`config.mk`:
```
export PLATFORM = sky130hd
export DESIGN_NAME = ethRxMac
export DESIGN_NICKNAME = d
export VERILOG_FILES = /design/src/ethRxPkg.sv /design/src/ethRxStateMachine.sv /design/src/ethRxDatapath.sv /design/src/ethRxCrc.sv /design/src/ethRxStatusRegs.sv /design/src/ethRxMac.sv
export SDC_FILE = /design/constraint.sdc
export NUM_CORES = 1
export LEC_CHECK = 0
export ABC_AREA = 1
export BUFFER_PORTS_ARGS = -buffer_cell sky130_fd_sc_hd__buf_2
export CAP_MARGIN = 10
export CORE_MARGIN = 4
export CORE_UTILIZATION = 25
export CTS_BUF_LIST = sky130_fd_sc_hd__clkbuf_8 sky130_fd_sc_hd__clkbuf_16
export DETAILED_ROUTE_END_ITERATION = 8
export HOLD_SLACK_MARGIN = 0.03
export PLACE_DENSITY = 0.51
export SLEW_MARGIN = 20
export SYNTH_ARGS = -nofsm -noshare
export SYNTH_HDL_FRONTEND = slang
export SYNTH_HIERARCHICAL = 1
export SYNTH_SLANG_ARGS = --single-unit
```
`constraint.sdc`:
```
create_clock -name MRxClk -period 10 [get_ports MRxClk]
set_input_delay 1.5 -clock MRxClk [delete_from_list [all_inputs] [get_ports MRxClk]]
set_output_delay 1.5 -clock MRxClk [all_outputs]
set_load 0.01 [all_outputs]
```
`src/ethRxPkg.sv`:
```
/* Receive states, datapath flags, frame-end record, APB register offsets
   and frame limits shared by the MII receive blocks */
package ethRxPkg;

        //////////////////////////////////////////////////////////////////////
        // Frame limits
        //////////////////////////////////////////////////////////////////////

        // Idle nibbles needed before an SFD is accepted
        localparam int IfgNibbles    = 24;
        // Longest frame in bytes, small enough to reach in simulation
        localparam int MaxFrameBytes = 64;
        localparam int ByteCntWidth  = $clog2(MaxFrameBytes + 1);
        localparam int IfgCntWidth   = $clog2(IfgNibbles + 1);

        // CRC-32 generator and the remainder left by a good frame plus FCS
        localparam logic [31:0] CrcPoly    = 32'h04C11DB7;
        localparam logic [31:0] CrcResidue = 32'hC704DD7B;

        //////////////////////////////////////////////////////////////////////
        // APB register map
        //////////////////////////////////////////////////////////////////////

        localparam int AddrWidth = 4;
        localparam logic [AddrWidth-1:0] RegGoodFrames = 4'h0;
        localparam logic [AddrWidth-1:0] RegCrcErrors  = 4'h4;
        localparam logic [AddrWidth-1:0] RegDropped    = 4'h8;
        localparam logic [AddrWidth-1:0] RegLastLength = 4'hC;

        // Receive state, Data0 expects the low nibble and Data1 the high one
        typedef enum logic [2:0] {Idle, Preamble, Sfd, Data0, Data1, Drop} rxState_e;

        // Compare and counter flags from datapath to state machine
        typedef struct packed {
                logic nibbleEq5;
                logic nibbleEqD;
                logic ifgEq24;
                logic byteCntMax;
        } rxFlags_t;

        // One finished or dropped frame
        typedef struct packed {
                logic        valid;
                logic        dropped;
                logic        crcOk;
                logic [15:0] length;
        } frameEnd_t;

endpackage

```
`src/ethRxStateMachine.sv`:
```
/* Receive FSM tracking idle, preamble, SFD, data nibbles and drop */
`timescale 1ns/10ps

module ethRxStateMachine
(
        input  logic               MRxClk,
        input  logic               Reset,
        input  logic               MRxDV,
        input  logic               Transmitting,
        input  ethRxPkg::rxFlags_t flags,
        output ethRxPkg::rxState_e state
);
        import ethRxPkg::*;

        rxState_e nextState;

        //////////////////////////////////////////////////////////////////////
        // Next state
        //////////////////////////////////////////////////////////////////////

        always_comb
        begin
                nextState = state;
                // Loss of data-valid ends whatever is in progress
                if (!MRxDV)
                begin
                        nextState = Idle;
                end
                else
                begin
                        case (state)
                                Idle:
                                begin
                                        // Own transmission in progress, ignore the frame
                                        if (Transmitting)
                                                nextState = Drop;
                                        else if (flags.nibbleEq5)
                                                nextState = Sfd;
                                        else
                                                nextState = Preamble;
                                end
                                Preamble:
                                begin
                                        if (flags.nibbleEq5)
                                                nextState = Sfd;
                                end
                                Sfd:
                                begin
                                        // SFD too close to the previous frame is dropped
                                        if (flags.nibbleEqD)
                                                nextState = flags.ifgEq24 ? Data0 : Drop;
                                end
                                Data0:
                                begin
                                        if (flags.byteCntMax)
                                                nextState = Drop;
                                        else
                                                nextState = Data1;
                                end
                                Data1:
                                begin
                                        nextState = Data0;
                                end
                                Drop:
                                begin
                                        // Wait here for data-valid to fall
                                        nextState = Drop;
                                end
                                default:
                                begin
                                        nextState = Drop;
                                end
                        endcase
                end
        end

        // State register, reset parks in Drop until the line goes quiet
        always_ff @(posedge MRxClk or posedge Reset)
        begin
                if (Reset)
                        state <= Drop;
                else
                        state <= nextState;
        end

        //////////////////////////////////////////////////////////////////////
        // Checks
        //////////////////////////////////////////////////////////////////////

        assert property (@(posedge MRxClk) disable iff (Reset)
                !$isunknown(state) && (state inside {Idle, Preamble, Sfd, Data0, Data1, Drop}));

        // Data-valid low always returns to Idle one edge later
        assert property (@(posedge MRxClk) disable iff (Reset)
                !MRxDV |=> state == Idle);

        // A dropped frame stays dropped for as long as it lasts
        assert property (@(posedge MRxClk) disable iff (Reset)
                (state == Drop) && MRxDV |=> state == Drop);

endmodule

```
`src/ethRxDatapath.sv`:
```
/* Nibble compares, byte assembly, byte counter and inter-frame gap counter */
`timescale 1ns/10ps

module ethRxDatapath
(
        input  logic               MRxClk,
        input  logic               Reset,
        input  logic [3:0]         MRxD,
        input  ethRxPkg::rxState_e state,
        output ethRxPkg::rxFlags_t flags,
        output logic [15:0]        byteCount,
        output logic [7:0]         rxByte,
        output logic               rxByteValid
);
        import ethRxPkg::*;

        logic [3:0]              lowNibble;
        logic [ByteCntWidth-1:0] byteCnt;
        logic [IfgCntWidth-1:0]  ifgCnt;
        logic                    inData;

        assign inData = (state == Data0) || (state == Data1);

        // Flags for the FSM, combinational from the nibble and counters
        assign flags.nibbleEq5  = (MRxD == 4'h5);
        assign flags.nibbleEqD  = (MRxD == 4'hD);
        assign flags.ifgEq24    = (ifgCnt == IfgCntWidth'(IfgNibbles));
        assign flags.byteCntMax = (byteCnt == ByteCntWidth'(MaxFrameBytes));

        assign byteCount = 16'(byteCnt);

        //////////////////////////////////////////////////////////////////////
        // Byte assembly
        //////////////////////////////////////////////////////////////////////

        // Low nibble arrives first on MII
        always_ff @(posedge MRxClk)
        begin
                if (state == Data0)
                        lowNibble <= MRxD;
                if (state == Data1)
                        rxByte <= {MRxD, lowNibble};
        end

        // One-cycle strobe per completed byte
        always_ff @(posedge MRxClk or posedge Reset)
        begin
                if (Reset)
                        rxByteValid <= 1'b0;
                else
                        rxByteValid <= (state == Data1);
        end

        //////////////////////////////////////////////////////////////////////
        // Counters
        //////////////////////////////////////////////////////////////////////

        always_ff @(posedge MRxClk or posedge Reset)
        begin
                if (Reset)
                begin
                        byteCnt <= '0;
                        ifgCnt  <= '0;
                end
                else
                begin
                        // New frame restarts the byte count
                        if (state == Sfd)
                                byteCnt <= '0;
                        else if (state == Data1)
                                byteCnt <= byteCnt + 1'b1;

                        // Gap counts idle cycles, saturates at the minimum gap
                        if (inData)
                                ifgCnt <= '0;
                        else if (ifgCnt != IfgCntWidth'(IfgNibbles))
                                ifgCnt <= ifgCnt + 1'b1;
                end
        end

        // Length limit in the FSM keeps the count in range
        assert property (@(posedge MRxClk) disable iff (Reset)
                byteCnt <= ByteCntWidth'(MaxFrameBytes));

endmodule

```
`src/ethRxCrc.sv`:
```
/* Nibble-wide CRC-32 over the data phase with residue check */
`timescale 1ns/10ps

module ethRxCrc
(
        input  logic               MRxClk,
        input  logic               Reset,
        input  logic [3:0]         MRxD,
        input  ethRxPkg::rxState_e state,
        output logic               crcOk
);
        import ethRxPkg::*;

        logic [31:0] crc;
        logic [3:0]  nibbleQ;
        logic        foldQ;

        // Fold four data bits, least significant first
        function automatic logic [31:0] crcNibble(input logic [31:0] crcIn,
                                                  input logic [3:0]  data);
                logic [31:0] c;
                logic        fb;
                c = crcIn;
                for (int i = 0; i < 4; i++)
                begin
                        fb = c[31] ^ data[i];
                        c  = {c[30:0], 1'b0};
                        if (fb)
                                c = c ^ CrcPoly;
                end
                return c;
        endfunction

        // Data nibbles wait one cycle; the FSM state then tells whether
        // MRxDV was still high when it was sampled
        always_ff @(posedge MRxClk)
        begin
                nibbleQ <= MRxD;
        end

        always_ff @(posedge MRxClk or posedge Reset)
        begin
                if (Reset)
                begin
                        crc   <= '1;
                        foldQ <= 1'b0;
                end
                else
                begin
                        foldQ <= (state == Data0) || (state == Data1);
                        // Preload while waiting for the SFD
                        if (state == Sfd)
                                crc <= '1;
                        else if (foldQ && (state != Idle))
                                crc <= crcNibble(crc, nibbleQ);
                end
        end

        // Good frame plus FCS leaves the fixed residue
        assign crcOk = (crc == CrcResidue);

endmodule

```
`src/ethRxStatusRegs.sv`:
```
/* Frame-end detection, frame statistics counters and APB read port */
`timescale 1ns/10ps

module ethRxStatusRegs
(
        input  logic                             MRxClk,
        input  logic                             Reset,
        input  ethRxPkg::rxState_e               state,
        input  logic                             crcOk,
        input  logic [15:0]                      byteCount,
        output logic                             rxFrameEnd,
        input  logic                             PSEL,
        input  logic                             PENABLE,
        input  logic                             PWRITE,
        input  logic [ethRxPkg::AddrWidth-1:0]   PADDR,
        output logic [31:0]                      PRDATA,
        output logic                             PSLVERR
);
        import ethRxPkg::*;

        rxState_e    prevState;
        frameEnd_t   endRec;
        logic [31:0] goodFrames;
        logic [31:0] crcErrors;
        logic [31:0] droppedFrames;
        logic [15:0] lastLength;

        //////////////////////////////////////////////////////////////////////
        // Frame end and drop detection
        //////////////////////////////////////////////////////////////////////

        // Data phase ended because MRxDV fell
        assign endRec.valid   = ((prevState == Data0) || (prevState == Data1))
                                && (state == Idle);
        // Fresh entry into Drop
        assign endRec.dropped = (state == Drop) && (prevState != Drop);
        assign endRec.crcOk   = crcOk;
        assign endRec.length  = byteCount;

        always_ff @(posedge MRxClk or posedge Reset)
        begin
                if (Reset)
                begin
                        prevState     <= Drop;
                        rxFrameEnd    <= 1'b0;
                        goodFrames    <= '0;
                        crcErrors     <= '0;
                        droppedFrames <= '0;
                        lastLength    <= '0;
                end
                else
                begin
                        prevState  <= state;
                        rxFrameEnd <= endRec.valid;
                        if (endRec.valid)
                        begin
                                lastLength <= endRec.length;
                                if (endRec.crcOk)
                                        goodFrames <= goodFrames + 1'b1;
                                else
                                        crcErrors <= crcErrors + 1'b1;
                        end
                        if (endRec.dropped)
                                droppedFrames <= droppedFrames + 1'b1;
                end
        end

        //////////////////////////////////////////////////////////////////////
        // APB read port, zero wait states
        //////////////////////////////////////////////////////////////////////

        always_comb
        begin
                PRDATA  = '0;
                PSLVERR = 1'b0;
                if (PSEL && PENABLE)
                begin
                        // Registers are read-only
                        if (PWRITE)
                        begin
                                PSLVERR = 1'b1;
                        end
                        else
                        begin
                                case (PADDR)
                                        RegGoodFrames: PRDATA = goodFrames;
                                        RegCrcErrors:  PRDATA = crcErrors;
                                        RegDropped:    PRDATA = droppedFrames;
                                        RegLastLength: PRDATA = {16'h0, lastLength};
                                        default:       PSLVERR = 1'b1;
                                endcase
                        end
                end
        end

        // Access phase must follow a setup phase with PSEL held
        assert property (@(posedge MRxClk) disable iff (Reset)
                PENABLE |-> PSEL);

endmodule

```
`src/ethRxMac.sv`:
```
/* Receive MAC front end connecting MII, host byte stream and APB statistics */
`timescale 1ns/10ps

module ethRxMac
(
        input  logic                           MRxClk,
        input  logic                           Reset,
        input  logic                           MRxDV,
        input  logic [3:0]                     MRxD,
        input  logic                           Transmitting,
        output logic [7:0]                     rxByte,
        output logic                           rxByteValid,
        output logic                           rxFrameEnd,
        input  logic                           PSEL,
        input  logic                           PENABLE,
        input  logic                           PWRITE,
        input  logic [ethRxPkg::AddrWidth-1:0] PADDR,
        output logic [31:0]                    PRDATA,
        output logic                           PSLVERR
);
        import ethRxPkg::*;

        rxFlags_t    flags;
        rxState_e    state;
        logic        crcOk;
        logic [15:0] byteCount;

        // FSM fed by datapath flags
        ethRxStateMachine stateMachine (.MRxClk, .Reset, .MRxDV, .Transmitting,
                                        .flags, .state);

        ethRxDatapath datapath (.MRxClk, .Reset, .MRxD, .state, .flags, .byteCount,
                                .rxByte, .rxByteValid);

        ethRxCrc crcCheck (.MRxClk, .Reset, .MRxD, .state, .crcOk);

        // Statistics and host register access
        ethRxStatusRegs statusRegs (.MRxClk, .Reset, .state, .crcOk, .byteCount,
                                    .rxFrameEnd, .PSEL, .PENABLE, .PWRITE, .PADDR,
                                    .PRDATA, .PSLVERR);

endmodule

```
==> flow_summary_export.csv <==
group,metric,value,unit
status,outcome,"completed",
placement,postPlaceCellArea,0.0120,mm²
placement,port_buffers,57,
logic_synthesis,yosysTopAreaCell,"dfrtp_1",
timing,hold_viol_final,0,
power_and_ir_drop,leakagePower,5.68,nW
drt,drc_errors,0,
timing,tightest_slew,0.895,ns
placement,post-dp-hpwl,24.5,mm
drt,antenna_left,0,
min_path,hold_path_class,"reg -> reg",
grt,grt_antenna_before_repair,0,
power_and_ir_drop,power_density,191,mW/mm²
timing,fin_crit_sh,0.499,
timing,relSlewSlack,0.404,
timing,final.min_clock_period,4.99,ns
timing,setup_viol,0,
grt,grt_max_degree,65,
run,maxCapViolCount,0,
die,rows,77,
worst_setup_path,critPathMaxStageDelay,0.71,ns
power_and_ir_drop,clkPwrFrac,0.281,
power_and_ir_drop,p_int,1.47,mW
logic_synthesis,synthTopCellsByArea,"dfrtp_1, nand2_1, dfstp_2",
timing,fin_tns_setup,0,ns
cts,cts.sinks,181,
logic_synthesis,synth_most_common_cell,"nand2_1",
cells_and_area,finish.utilization,0.285,
worst_setup_path,cp.buffers_inverters,3,
cells_and_area,final_cell_area,0.0126,mm²
timing,timing.fmax,200,MHz
worst_setup_path,critPathTopFamily,"buffers and inverters",
power_and_ir_drop,switching_share,0.388,
grt,grt-ovfl-total,0,
placement,gp_congestion,0.855,
drt,vias_per_cell,4.52,
worst_setup_path,crit_slowest_cell,"inv_1",
cts,cts_setup_buffers,0,
logic_synthesis,syn_area_per_cell,6.87,µm²
cts,clk_path_buf_depth,2,
cts,clk_latency,0.47,ns
worst_setup_path,crit_fanout,22,
power_and_ir_drop,power_frac_comb,0.292,
cts,cts_tree,"done",
timing,grt_setup_unrepaired,"false",
logic_synthesis,synth_top_area_frac,0.290,
power_and_ir_drop,vdd_drop_max,0.124,mV
die,start_util,0.253,
die,die_y,219,µm
drt,num_vias,10300,
logic_synthesis,synth-async-reset-ratio,0.912,
logic_synthesis,yosysSeqAreaShare,0.414,
grt,grt_pass1_wl,53.1,mm
grt,grt_pass1_vias,9763,
logic_synthesis,synthTopCellsByCount,"nand2_1, inv_1, nor2_1, dfrtp_1, nand3_1",
drt,routed_wirelength,32.9,mm
logic_synthesis,ys_types,42,
logic_synthesis,syn_area,0.0111,mm²
worst_setup_path,end_kind,"output port",
worst_setup_path,crit_chain,"buf_2, nor2_2, nand2_1, inv_1, nand2_1, o21ai_0, nor2_1, nor2_1, buf_2",
logic_synthesis,syn_inst,1623,
cells_and_area,syn2layout_area_growth,12.6,%
worst_setup_path,worstPathRequired,8.50,ns
die,io_pins,58,
logic_synthesis,synthFlopType,"dfrtp_1",
timing,maxSlewViolCount,0,
grt,track_usage,0.141,
power_and_ir_drop,seq_power_share,0.427,
power_and_ir_drop,switchingPower,932,µW
drt,detail_route.first_pass.iterations,6,
timing,clock_skew,0.0159,ns
worst_setup_path,crit_arrival,3.49,ns
worst_setup_path,r2r_cells,10,
cts,cts_buffers,17,
logic_synthesis,synth_edf_count,12,
min_path,holdPathStages,0,
logic_synthesis,synth-seq-cells,181,
logic_synthesis,ys_warn_count,6,
die,dieArea,0.0480,mm²
worst_setup_path,crit_cells,9,
cts,htree_levels,4,
power_and_ir_drop,p_total,2.40,mW
cts,clkTransAtPathRegs,0.06,ns
drt,post_drt_wl_per_cell,14.5,µm
cts,ctsHoldBuffers,0,
cells_and_area,drive_above_1_share,0.111,
cts,cts_root_buf,"clkbuf_16",
cells_and_area,diodes,0,
cells_and_area,nets,1688,
worst_setup_path,crit_type,"in -> out",
die,coreArea,0.0441,mm²
worst_setup_path,worst_setup_path_start_kind,"input port",
drt,drt_iter0_drc,775,
cts,cts_resized,0,
die,die_x,219,µm
-- cell type report --
class | count | area (µm²)
well taps | 592 | 741
multi-input cells | 1167 | 5410
repair buffers | 61 | 315
inverters | 238 | 898
clock buffers | 17 | 425
clock inverters | 15 | 150
flip-flops and latches | 181 | 4610
fillers | 4923 | 31600
-- path summary, 6_finish.rpt --
check | startpoint | endpoint | slack, ns
worst max-delay path | PADDR[1] | PRDATA[5] | 5.01
worst min-delay path | datapath/lowNibble[0] | datapath/rxByte[0] | 0.42
worst max register to register | crcCheck/crc[6] | statusRegs/goodFrames[31] | 7.36
worst min register to register | datapath/lowNibble[0] | datapath/rxByte[0] | 0.42
max in group asynchronous | Reset | statusRegs/droppedFrames[26] | 7.44
min in group asynchronous | Reset | stateMachine/state[1] | 0.94
-- flip-flops by register name, indices dropped and copies added, names as in the netlist, 5 cells and up --
name                      count
crcCheck/crc                 32
datapath/byteCnt              7
datapath/ifgCnt               5
datapath/rxByte               8
statusRegs/crcErrors         32
statusRegs/droppedFrames     32
statusRegs/goodFrames        32
statusRegs/lastLength        16
-- power by group through the flow --
stage	Sequential (mW)	Clock, mW	Combinational, mW
after global routing	1.05	0.735	0.811
after floorplan	1.01	0	0.559
after global placement	1.04	0	0.693
final	1.03	0.674	0.702
after CTS	1.03	0.702	0.708
after detailed placement	1.04	0	0.705
-- cell usage in the layout (no fill, tap or decap), drive strengths merged --
cell / count
nand3b: 12
nor3: 11
dfrtp: 129
o211ai: 15
buf: 61
clkinvlp: 6
a21oi: 10
o21ai: 81
clkbuf: 17
bufinv: 1
dfstp: 36
edfxtp: 12
xnor2: 1
o22ai: 32
conb: 9
or2: 2
clkinv: 5
xor2: 23
nor2: 216
dfxtp: 4
nor4: 3
nand4: 51
inv: 241
a21boi: 1
ha: 7
and2: 7
nand2: 566
nand3: 120
-- cells by family after synthesis --
logic type      count (synthesis)  synth area share
simple gates                  988             0.379
buf+inv                       283             0.105
flops                         181             0.414
compound gates                139            0.0747
xor+xnor                       24            0.0189
fa+ha+maj                       7           0.00786
other cells                     1          0.000336
-- per-stage QoR --
step	cells	setup slack (ns)	hold WS (ns)
2_1_floorplan	1631	5.43	0.400
3_3_place_gp	2239	4.87	0.408
3_5_place_dp	2239	5.07	0.408
4_1_cts	2271	5.06	0.425
5_1_grt	2271	4.82	0.429
6_report	2271	5.01	0.422
-- per-layer routing --
metal	routed length, µm	global-route usage	up-vias
li1	-	-	5178
met1	16000	0.196	4822
met2	14800	0.222	221
met3	1550	0.0298	42
met4	606	0.0411	0
met5	0	0	-
No activity file was read; power rests on OpenSTA's default activity.
